<file path="config.mk">
export PLATFORM = sky130hd
export DESIGN_NAME = ooo_core
export DESIGN_NICKNAME = d
export VERILOG_FILES = /design/src/hdl/isa_pkg.sv /design/src/hdl/core_pkg.sv /design/src/hdl/ooo_core.sv /design/src/hdl/reorder_buffer.sv /design/src/hdl/result_bus.sv /design/src/hdl/iter_multiplier.sv /design/src/hdl/int_alu.sv /design/src/hdl/dispatch_unit.sv /design/src/hdl/instr_decoder.sv
export VERILOG_INCLUDE_DIRS = /design/src /design/src/include
export SDC_FILE = /design/constraint.sdc
export NUM_CORES = 2
export LEC_CHECK = 0
export BUFFER_PORTS_ARGS = -buffer_cell sky130_fd_sc_hd__buf_2
export CAP_MARGIN = 20
export CORE_MARGIN = 2
export CORE_UTILIZATION = 46
export CTS_CLUSTER_DIAMETER = 80
export CTS_CLUSTER_SIZE = 8
export DETAILED_ROUTE_END_ITERATION = 7
export HOLD_SLACK_MARGIN = 0.12
export SLEW_MARGIN = 0
export SYNTH_ARGS = -nofsm -noshare
export SYNTH_HDL_FRONTEND = slang
export SYNTH_HIERARCHICAL = 1
export SYNTH_SLANG_ARGS = --single-unit
</file>
<file path="constraint.sdc">
create_clock -name clock -period 11.2 [get_ports clock]
set_clock_uncertainty 0.05 [all_clocks]
set_input_delay 0.56 -clock clock [delete_from_list [all_inputs] [get_ports clock]]
set_output_delay 0.56 -clock clock [all_outputs]
set_load 0.005 [all_outputs]
</file>
<file path="src/include/core_consts.svh">
`ifndef CORE_CONSTS_SVH
`define CORE_CONSTS_SVH

// datapath and register file
`define XLEN            32
`define REG_NUM         32
`define REG_ADDR_LEN    5

// reorder buffer sizing
// tag width must cover the depth
`define ROB_DEPTH       8
`define ROB_TAG_LEN     3

// multiplier timing
// XLEN / bits per cycle gives the step count
`define MUL_BITS_PER_CYCLE  4
`define MUL_CYCLES          8

`endif
</file>
<file path="src/hdl/isa_pkg.sv">
package isa_pkg;

`include "core_consts.svh"

    // supported rv32 subset
    // illegal marks anything else
    typedef enum logic [3:0] {
        OP_ADD,
        OP_SUB,
        OP_AND,
        OP_OR,
        OP_XOR,
        OP_SLT,
        OP_ADDI,
        OP_MUL,
        OP_ILLEGAL
    } opcode_e;

    // decoder output, dispatch input
    typedef struct packed {
        logic                     valid;
        opcode_e                  op;
        logic [`REG_ADDR_LEN-1:0] rd;
        logic [`REG_ADDR_LEN-1:0] rs1;
        logic [`REG_ADDR_LEN-1:0] rs2;
        // operand b from imm instead of rs2
        logic                     use_imm;
        logic [`XLEN-1:0]         imm;
    } decoded_t;

endpackage

</file>
<file path="src/hdl/core_pkg.sv">
package core_pkg;

`include "core_consts.svh"

    import isa_pkg::*;

    // reorder buffer slot index
    typedef logic [`ROB_TAG_LEN-1:0] rob_tag_t;

    // execute unit select
    typedef enum logic {
        UNIT_ALU,
        UNIT_MUL
    } unit_e;

    // one issued op, dispatch to unit
    typedef struct packed {
        logic             valid;
        opcode_e          op;
        logic [`XLEN-1:0] a;
        logic [`XLEN-1:0] b;
        rob_tag_t         tag;
    } exec_op_t;

    // unit output and result bus output
    typedef struct packed {
        logic             valid;
        rob_tag_t         tag;
        logic [`XLEN-1:0] data;
    } result_t;

    // in-order retire, also the regfile write
    typedef struct packed {
        logic                     valid;
        logic [`REG_ADDR_LEN-1:0] rd;
        logic [`XLEN-1:0]         data;
    } commit_t;

    // per-entry forwarding view
    typedef struct packed {
        logic             done;
        logic [`XLEN-1:0] data;
    } rob_view_entry_t;

    typedef rob_view_entry_t [`ROB_DEPTH-1:0] rob_view_t;

endpackage

</file>
<file path="src/hdl/ooo_core.sv">
`timescale 1ns/1ps

`include "core_consts.svh"

module ooo_core (
    input  logic               clock,
    input  logic               reset,
    input  logic               instr_valid,
    input  logic [31:0]        instr,
    output logic               stall,
    output core_pkg::commit_t  commit
);

    import isa_pkg::*;
    import core_pkg::*;

    decoded_t                 decoded;
    logic                     alloc;
    logic [`REG_ADDR_LEN-1:0] alloc_rd;
    rob_tag_t                 alloc_tag;
    rob_tag_t                 commit_tag;
    logic                     rob_full;
    rob_view_t                rob_view;

    // execute side
    exec_op_t                 alu_op;
    exec_op_t                 mul_op;
    result_t                  alu_result;
    result_t                  mul_result;
    logic                     alu_busy;
    logic                     mul_busy;
    logic                     alu_grant;
    logic                     mul_grant;
    result_t                  bus;

    //////////////////////////////
    // decode and dispatch
    //////////////////////////////

    instr_decoder decoder_0 (
        .instr   (instr),
        .decoded (decoded)
    );

    dispatch_unit dispatch_0 (
        .clock       (clock),
        .reset       (reset),
        .instr_valid (instr_valid),
        .decoded     (decoded),
        .alloc_tag   (alloc_tag),
        .rob_full    (rob_full),
        .rob_view    (rob_view),
        .commit      (commit),
        .commit_tag  (commit_tag),
        .alu_busy    (alu_busy),
        .mul_busy    (mul_busy),
        .stall       (stall),
        .alloc       (alloc),
        .alloc_rd    (alloc_rd),
        .alu_op      (alu_op),
        .mul_op      (mul_op)
    );

    //////////////////////////////
    // execute
    //////////////////////////////

    int_alu alu_0 (
        .clock  (clock),
        .reset  (reset),
        .op     (alu_op),
        .grant  (alu_grant),
        .result (alu_result),
        .busy   (alu_busy)
    );

    iter_multiplier mul_0 (
        .clock  (clock),
        .reset  (reset),
        .op     (mul_op),
        .grant  (mul_grant),
        .result (mul_result),
        .busy   (mul_busy)
    );

    //////////////////////////////
    // complete and retire
    //////////////////////////////

    result_bus cdb_0 (
        .alu_result (alu_result),
        .mul_result (mul_result),
        .bus        (bus),
        .alu_grant  (alu_grant),
        .mul_grant  (mul_grant)
    );

    reorder_buffer rob_0 (
        .clock      (clock),
        .reset      (reset),
        .alloc      (alloc),
        .alloc_rd   (alloc_rd),
        .bus        (bus),
        .alloc_tag  (alloc_tag),
        .rob_full   (rob_full),
        .rob_view   (rob_view),
        .commit     (commit),
        .commit_tag (commit_tag)
    );

endmodule

</file>
<file path="src/hdl/reorder_buffer.sv">
`timescale 1ns/1ps

`include "core_consts.svh"

module reorder_buffer (
    input  logic                      clock,
    input  logic                      reset,
    input  logic                      alloc,
    input  logic [`REG_ADDR_LEN-1:0]  alloc_rd,
    input  core_pkg::result_t         bus,
    output core_pkg::rob_tag_t        alloc_tag,
    output logic                      rob_full,
    output core_pkg::rob_view_t       rob_view,
    output core_pkg::commit_t         commit,
    output core_pkg::rob_tag_t        commit_tag
);

    import core_pkg::*;

    // entry storage
    logic [`REG_ADDR_LEN-1:0] rd_q   [`ROB_DEPTH];
    logic [`XLEN-1:0]         data_q [`ROB_DEPTH];
    logic [`ROB_DEPTH-1:0]    done_q;

    // circular pointers
    rob_tag_t                 head;
    rob_tag_t                 tail;
    logic [`ROB_TAG_LEN:0]    count;
    logic                     retire;

    //////////////////////////////
    // allocate side
    //////////////////////////////

    assign alloc_tag = tail;
    assign rob_full  = (count == `ROB_DEPTH);

    //////////////////////////////
    // commit side
    //////////////////////////////

    // head retires once its done bit is registered
    assign retire     = (count != '0) && done_q[head];
    assign commit_tag = head;

    always_comb begin
        commit.valid = retire;
        commit.rd    = rd_q[head];
        // x0 reports zero
        commit.data  = (rd_q[head] == '0) ? '0 : data_q[head];
    end

    // forwarding view for dispatch
    always_comb begin
        for (int i = 0; i < `ROB_DEPTH; i++) begin
            rob_view[i].done = done_q[i];
            rob_view[i].data = data_q[i];
        end
    end

    //////////////////////////////
    // state update
    //////////////////////////////

    always_ff @(posedge clock) begin
        if (reset) begin
            head   <= '0;
            tail   <= '0;
            count  <= '0;
            done_q <= '0;
        end else begin
            // completion from the result bus
            if (bus.valid) begin
                done_q[bus.tag] <= 1'b1;
                data_q[bus.tag] <= bus.data;
            end
            // fresh slot, not done yet
            if (alloc) begin
                rd_q[tail]   <= alloc_rd;
                done_q[tail] <= 1'b0;
                tail         <= tail + 1'b1;
            end
            if (retire) begin
                head <= head + 1'b1;
            end
            // net occupancy
            case ({alloc, retire})
                2'b10:   count <= count + 1'b1;
                2'b01:   count <= count - 1'b1;
                default: count <= count;
            endcase
        end
    end

endmodule

</file>
<file path="src/hdl/result_bus.sv">
`timescale 1ns/1ps

`include "core_consts.svh"

module result_bus (
    input  core_pkg::result_t  alu_result,
    input  core_pkg::result_t  mul_result,
    output core_pkg::result_t  bus,
    output logic               alu_grant,
    output logic               mul_grant
);

    import core_pkg::*;

    unit_e sel;

    // fixed priority, multiplier first
    // ALU holds its result until picked
    always_comb begin
        sel       = mul_result.valid ? UNIT_MUL : UNIT_ALU;
        mul_grant = mul_result.valid;
        alu_grant = alu_result.valid && (sel == UNIT_ALU);
        case (sel)
            UNIT_MUL: bus = mul_result;
            default:  bus = alu_result;
        endcase
    end

endmodule

</file>
<file path="src/hdl/iter_multiplier.sv">
`timescale 1ns/1ps

`include "core_consts.svh"

module iter_multiplier (
    input  logic                clock,
    input  logic                reset,
    input  core_pkg::exec_op_t  op,
    input  logic                grant,
    output core_pkg::result_t   result,
    output logic                busy
);

    import core_pkg::*;

    localparam int STEP_W = $clog2(`MUL_CYCLES);

    typedef enum logic [1:0] {
        MUL_IDLE,
        MUL_RUN,
        MUL_DONE
    } mul_state_e;

    mul_state_e        state;
    logic [STEP_W-1:0] step;
    logic [`XLEN-1:0]  mcand;
    logic [`XLEN-1:0]  mplier;
    logic [`XLEN-1:0]  acc;
    logic [`XLEN-1:0]  partial;
    rob_tag_t          tag;

    // low slice of mplier times shifted mcand
    always_comb begin
        partial = '0;
        for (int i = 0; i < `MUL_BITS_PER_CYCLE; i++) begin
            if (mplier[i]) begin
                partial = partial + (mcand << i);
            end
        end
    end

    always_ff @(posedge clock) begin
        if (reset) begin
            state <= MUL_IDLE;
        end else begin
            case (state)
                MUL_RUN: begin
                    acc    <= acc + partial;
                    mcand  <= mcand << `MUL_BITS_PER_CYCLE;
                    mplier <= mplier >> `MUL_BITS_PER_CYCLE;
                    step   <= step + 1'b1;
                    if (step == STEP_W'(`MUL_CYCLES - 1)) begin
                        state <= MUL_DONE;
                    end
                end
                MUL_DONE: begin
                    if (grant) begin
                        state <= MUL_IDLE;
                    end
                end
                default: state <= MUL_IDLE;
            endcase
            // start, also right on the grant edge
            if (op.valid) begin
                state  <= MUL_RUN;
                step   <= '0;
                acc    <= '0;
                mcand  <= op.a;
                mplier <= op.b;
                tag    <= op.tag;
            end
        end
    end

    assign result.valid = (state == MUL_DONE);
    assign result.tag   = tag;
    assign result.data  = acc;
    // busy from start until granted
    assign busy = (state != MUL_IDLE) && !(state == MUL_DONE && grant);

endmodule

</file>
<file path="src/hdl/int_alu.sv">
`timescale 1ns/1ps

`include "core_consts.svh"

module int_alu (
    input  logic                clock,
    input  logic                reset,
    input  core_pkg::exec_op_t  op,
    input  logic                grant,
    output core_pkg::result_t   result,
    output logic                busy
);

    import isa_pkg::*;
    import core_pkg::*;

    logic [`XLEN-1:0] alu_out;

    always_comb begin
        case (op.op)
            OP_ADD, OP_ADDI: alu_out = op.a + op.b;
            OP_SUB:          alu_out = op.a - op.b;
            OP_AND:          alu_out = op.a & op.b;
            OP_OR:           alu_out = op.a | op.b;
            OP_XOR:          alu_out = op.a ^ op.b;
            // signed compare
            OP_SLT:          alu_out = {{(`XLEN-1){1'b0}}, $signed(op.a) < $signed(op.b)};
            default:         alu_out = '0;
        endcase
    end

    // holding register, waits for the result bus
    always_ff @(posedge clock) begin
        if (reset) begin
            result.valid <= 1'b0;
        end else begin
            if (grant) begin
                result.valid <= 1'b0;
            end
            // refill on the grant edge is allowed
            if (op.valid) begin
                result.valid <= 1'b1;
                result.tag   <= op.tag;
                result.data  <= alu_out;
            end
        end
    end

    assign busy = result.valid && !grant;

endmodule

</file>
<file path="src/hdl/dispatch_unit.sv">
`timescale 1ns/1ps

`include "core_consts.svh"

module dispatch_unit (
    input  logic                      clock,
    input  logic                      reset,
    input  logic                      instr_valid,
    input  isa_pkg::decoded_t         decoded,
    input  core_pkg::rob_tag_t        alloc_tag,
    input  logic                      rob_full,
    input  core_pkg::rob_view_t       rob_view,
    input  core_pkg::commit_t         commit,
    input  core_pkg::rob_tag_t        commit_tag,
    input  logic                      alu_busy,
    input  logic                      mul_busy,
    output logic                      stall,
    output logic                      alloc,
    output logic [`REG_ADDR_LEN-1:0]  alloc_rd,
    output core_pkg::exec_op_t        alu_op,
    output core_pkg::exec_op_t        mul_op
);

    import isa_pkg::*;
    import core_pkg::*;

    // architectural state
    logic [`XLEN-1:0]   regs    [`REG_NUM];
    logic [`REG_NUM-1:0] pending;
    // youngest in-flight writer per register
    rob_tag_t           writer  [`REG_NUM];

    logic               src1_ready;
    logic               src2_ready;
    logic [`XLEN-1:0]   src1_val;
    logic [`XLEN-1:0]   src2_val;
    logic [`XLEN-1:0]   opnd_b;
    unit_e              target;
    logic               target_busy;
    logic               issue;

    //////////////////////////////
    // operand select
    //////////////////////////////

    always_comb begin
        // pending source reads the rob entry, once done
        src1_ready = !pending[decoded.rs1] || rob_view[writer[decoded.rs1]].done;
        src2_ready = !pending[decoded.rs2] || rob_view[writer[decoded.rs2]].done;
        src1_val   = pending[decoded.rs1] ? rob_view[writer[decoded.rs1]].data
                                          : regs[decoded.rs1];
        src2_val   = pending[decoded.rs2] ? rob_view[writer[decoded.rs2]].data
                                          : regs[decoded.rs2];
        opnd_b     = decoded.use_imm ? decoded.imm : src2_val;
    end

    //////////////////////////////
    // stall and issue
    //////////////////////////////

    assign target      = (decoded.op == OP_MUL) ? UNIT_MUL : UNIT_ALU;
    assign target_busy = (target == UNIT_MUL) ? mul_busy : alu_busy;

    // illegal words pass through, never stall
    assign stall = instr_valid && decoded.valid
                   && (rob_full || !src1_ready || !src2_ready || target_busy);
    assign issue    = instr_valid && decoded.valid && !stall;
    assign alloc    = issue;
    assign alloc_rd = decoded.rd;

    always_comb begin
        alu_op.valid = issue && (target == UNIT_ALU);
        alu_op.op    = decoded.op;
        alu_op.a     = src1_val;
        alu_op.b     = opnd_b;
        alu_op.tag   = alloc_tag;
        // same payload, own strobe
        mul_op       = alu_op;
        mul_op.valid = issue && (target == UNIT_MUL);
    end

    //////////////////////////////
    // regfile and scoreboard
    //////////////////////////////

    always_ff @(posedge clock) begin
        if (reset) begin
            pending <= '0;
            for (int i = 0; i < `REG_NUM; i++) begin
                regs[i] <= '0;
            end
        end else begin
            // retire first, x0 stays zero
            if (commit.valid && commit.rd != '0) begin
                regs[commit.rd] <= commit.data;
                // older writer retiring leaves a younger one pending
                if (writer[commit.rd] == commit_tag) begin
                    pending[commit.rd] <= 1'b0;
                end
            end
            // new writer wins over a same-edge retire
            if (alloc && alloc_rd != '0) begin
                pending[alloc_rd] <= 1'b1;
                writer[alloc_rd]  <= alloc_tag;
            end
        end
    end

endmodule

</file>
<file path="src/hdl/instr_decoder.sv">
`timescale 1ns/1ps

`include "core_consts.svh"

module instr_decoder (
    input  logic [31:0]        instr,
    output isa_pkg::decoded_t  decoded
);

    import isa_pkg::*;

    logic [6:0] opcode;
    logic [6:0] funct7;
    logic [2:0] funct3;

    assign opcode = instr[6:0];
    assign funct7 = instr[31:25];
    assign funct3 = instr[14:12];

    always_comb begin
        // register fields sit in fixed places
        decoded.rd      = instr[11:7];
        decoded.rs1     = instr[19:15];
        decoded.rs2     = instr[24:20];
        decoded.use_imm = 1'b0;
        // I-type immediate, sign extended
        decoded.imm     = {{(`XLEN-12){instr[31]}}, instr[31:20]};
        decoded.op      = OP_ILLEGAL;
        case (opcode)
            // OP, R-type
            7'b0110011: begin
                if (funct7 == 7'b0000000) begin
                    case (funct3)
                        3'b000:  decoded.op = OP_ADD;
                        3'b010:  decoded.op = OP_SLT;
                        3'b100:  decoded.op = OP_XOR;
                        3'b110:  decoded.op = OP_OR;
                        3'b111:  decoded.op = OP_AND;
                        default: decoded.op = OP_ILLEGAL;
                    endcase
                end else if (funct7 == 7'b0100000 && funct3 == 3'b000) begin
                    decoded.op = OP_SUB;
                end else if (funct7 == 7'b0000001 && funct3 == 3'b000) begin
                    decoded.op = OP_MUL;
                end
            end
            // OP-IMM, only addi
            7'b0010011: begin
                if (funct3 == 3'b000) begin
                    decoded.op      = OP_ADDI;
                    decoded.use_imm = 1'b1;
                    // rs2 bits are imm here, x0 never pends
                    decoded.rs2     = '0;
                end
            end
            default: decoded.op = OP_ILLEGAL;
        endcase
        decoded.valid = (decoded.op != OP_ILLEGAL);
    end

endmodule

</file>
==> results_dict.tcl <==
set metrics [dict create \
    core-area_um2 212000 \
    firstDrtPassIters 8 \
    track_usage_pct 30.0 \
    nNetsFinal 7463 \
    final_max_slew_viol_count 0 \
    final_common_cell "edfxtp_1" \
    die_area_um2 217000 \
    htreeDepth 4 \
    tns_ps 0 \
    setup_violations 0 \
    gp_congestion 0.941 \
    ant_nets 0 \
    grt-ovfl-total 0 \
    rows 169 \
    grt_max_degree 132 \
    slowest_delay_ps 570 \
    critPathLaunchType "flop" \
    initial_core_util_pct 46.3 \
    hold_buffers 5 \
    wl_per_cell_um 32.6 \
    die_h_um 466 \
    design_area_um2 107000 \
    clockBufferDepth 3 \
    worst_path_max_delay_cell "a2111oi_1" \
    holdWs_ps 311 \
    status "complete, no violations" \
    power.total_mw 14.9 \
    dpl-instance-area_um2 101000 \
    hold_class "in -> reg" \
    num_vias 66500 \
    drc 0 \
    cts_sinks 1609 \
    routed_wl_um 329000 \
    maxCapViolations 0 \
    cp.required_ps 11730 \
    chipWidth_um 466 \
    fin_util_pct 50.4 \
    dp_cells 9787 \
    post_cts_buffers 0 \
    peakVddDrop_uv 192 \
    drive_gt1_share_pct 22.1 \
    cts_root_buf "clkbuf_16" \
    final_cell_mix "edfxtp_1, and2_1, mux4_2" \
    finalHoldViolations 0 \
    final_cells 10100 \
    fmax_ghz 0.111 \
    avgViaCountPerCell 6.60 \
    critPathKind "reg -> reg" \
    dp_hpwl_um 200000 \
    antenna_found_initial 18 \
    ioPinCount 74 \
    cts_resized 0 \
    yosysWarningCount 6 \
    min_period_ps 9010 \
    avgSynthCellArea_um2 13.2 \
    slew_headroom_pct 13.8 \
    path_max_fanout 40 \
    powerDensity_nw_per_um2 139 \
    area_growth_syn_to_layout_pct 8.89 \
    drt_iter0_drc 7928 \
    leakage_nw 38.9 \
    cts_tree "built" \
    cp-end-kind "flop" \
    synthesis.area_um2 98300 \
    grt_setup_unrepaired "false" \
    setup_slack_ps 2190 \
    tightest_slew_ps 1270 \
    post-route-period-util_pct 80.5 \
    worstSkewPairLatency_ps 880 \
    place.port_buffers 73 \
    clkTransAtPathRegs_ps 50 \
    first_global_vias 67100 \
    synthCells 7426 \
    dp_slack_ps 2240 \
    crit_arrival_ps 9540 \
    cts_buffers 221 \
    grt_pass1_wl_um 472000 \
]
## final cells by class
class                   instances  area (um2)
flip-flops and latches       1609       47800
inverters                     195         736
clock inverters                17         274
diodes                          6        15.0
clock buffers                 263        5750
well taps                    2821        3530
fillers                     17900      105000
multi-input cells            4902       47100
repair buffers                265        1950
## worst max-delay path: cells and delay by family (launching register included)
kind                       cells  cell delay (ps)
AOI/OAI and AO/OA             16             3490
xor gates and xnor gates       4              360
muxes                          3              830
adders and majority gates      5             1820
and+or+nand+nor               11             1330
DFF                            1              350
buffers and inverters          2              470
## path summary, 6_finish.rpt
kind	start	to	slack (ps)	cells after the start
worst max-delay path	mul_0/mplier[0]	mul_0/acc[30]	2190	41
worst min-delay path	reset	flop	310	3
worst max register to register	mul_0/mplier[0]	mul_0/acc[30]	2190	41
worst min register to register	dispatch_0/pending[0]	dispatch_0/pending[0]	440	1
## report_power, final
group	switching, mW	leakage, nW	internal (mW)	total [mW]
registers	0.0642	15.7	6.71	6.77
clock network	2.56	2.92	3.55	6.11
logic	1.27	20.3	0.723	1.99
## flip-flops by register name (all words and copies together), names as in the netlist, 4 cells and up, named ones only
register and count:
rob_0/data_q 256, rob_0/done_q 8, mul_0/mplier 32, mul_0/acc 32
dispatch_0/pending 32, rob_0/count 4, rob_0/rd_q 40, dispatch_0/writer 96
dispatch_0/regs 1024, alu_0/result 36, mul_0/mcand 32
## per-layer routing
layer	global-route usage (%)	wire, um	vias up	part of all wire (%)
li1	-	-	27900	-
met1	38.8	124000	33900	38
met2	47.9	154000	3815	47
met3	7.53	35500	805	11
met4	13.2	15600	6	4.7
met5	0	37	-	0.011
No activity file was read; power rests on OpenSTA's default activity.
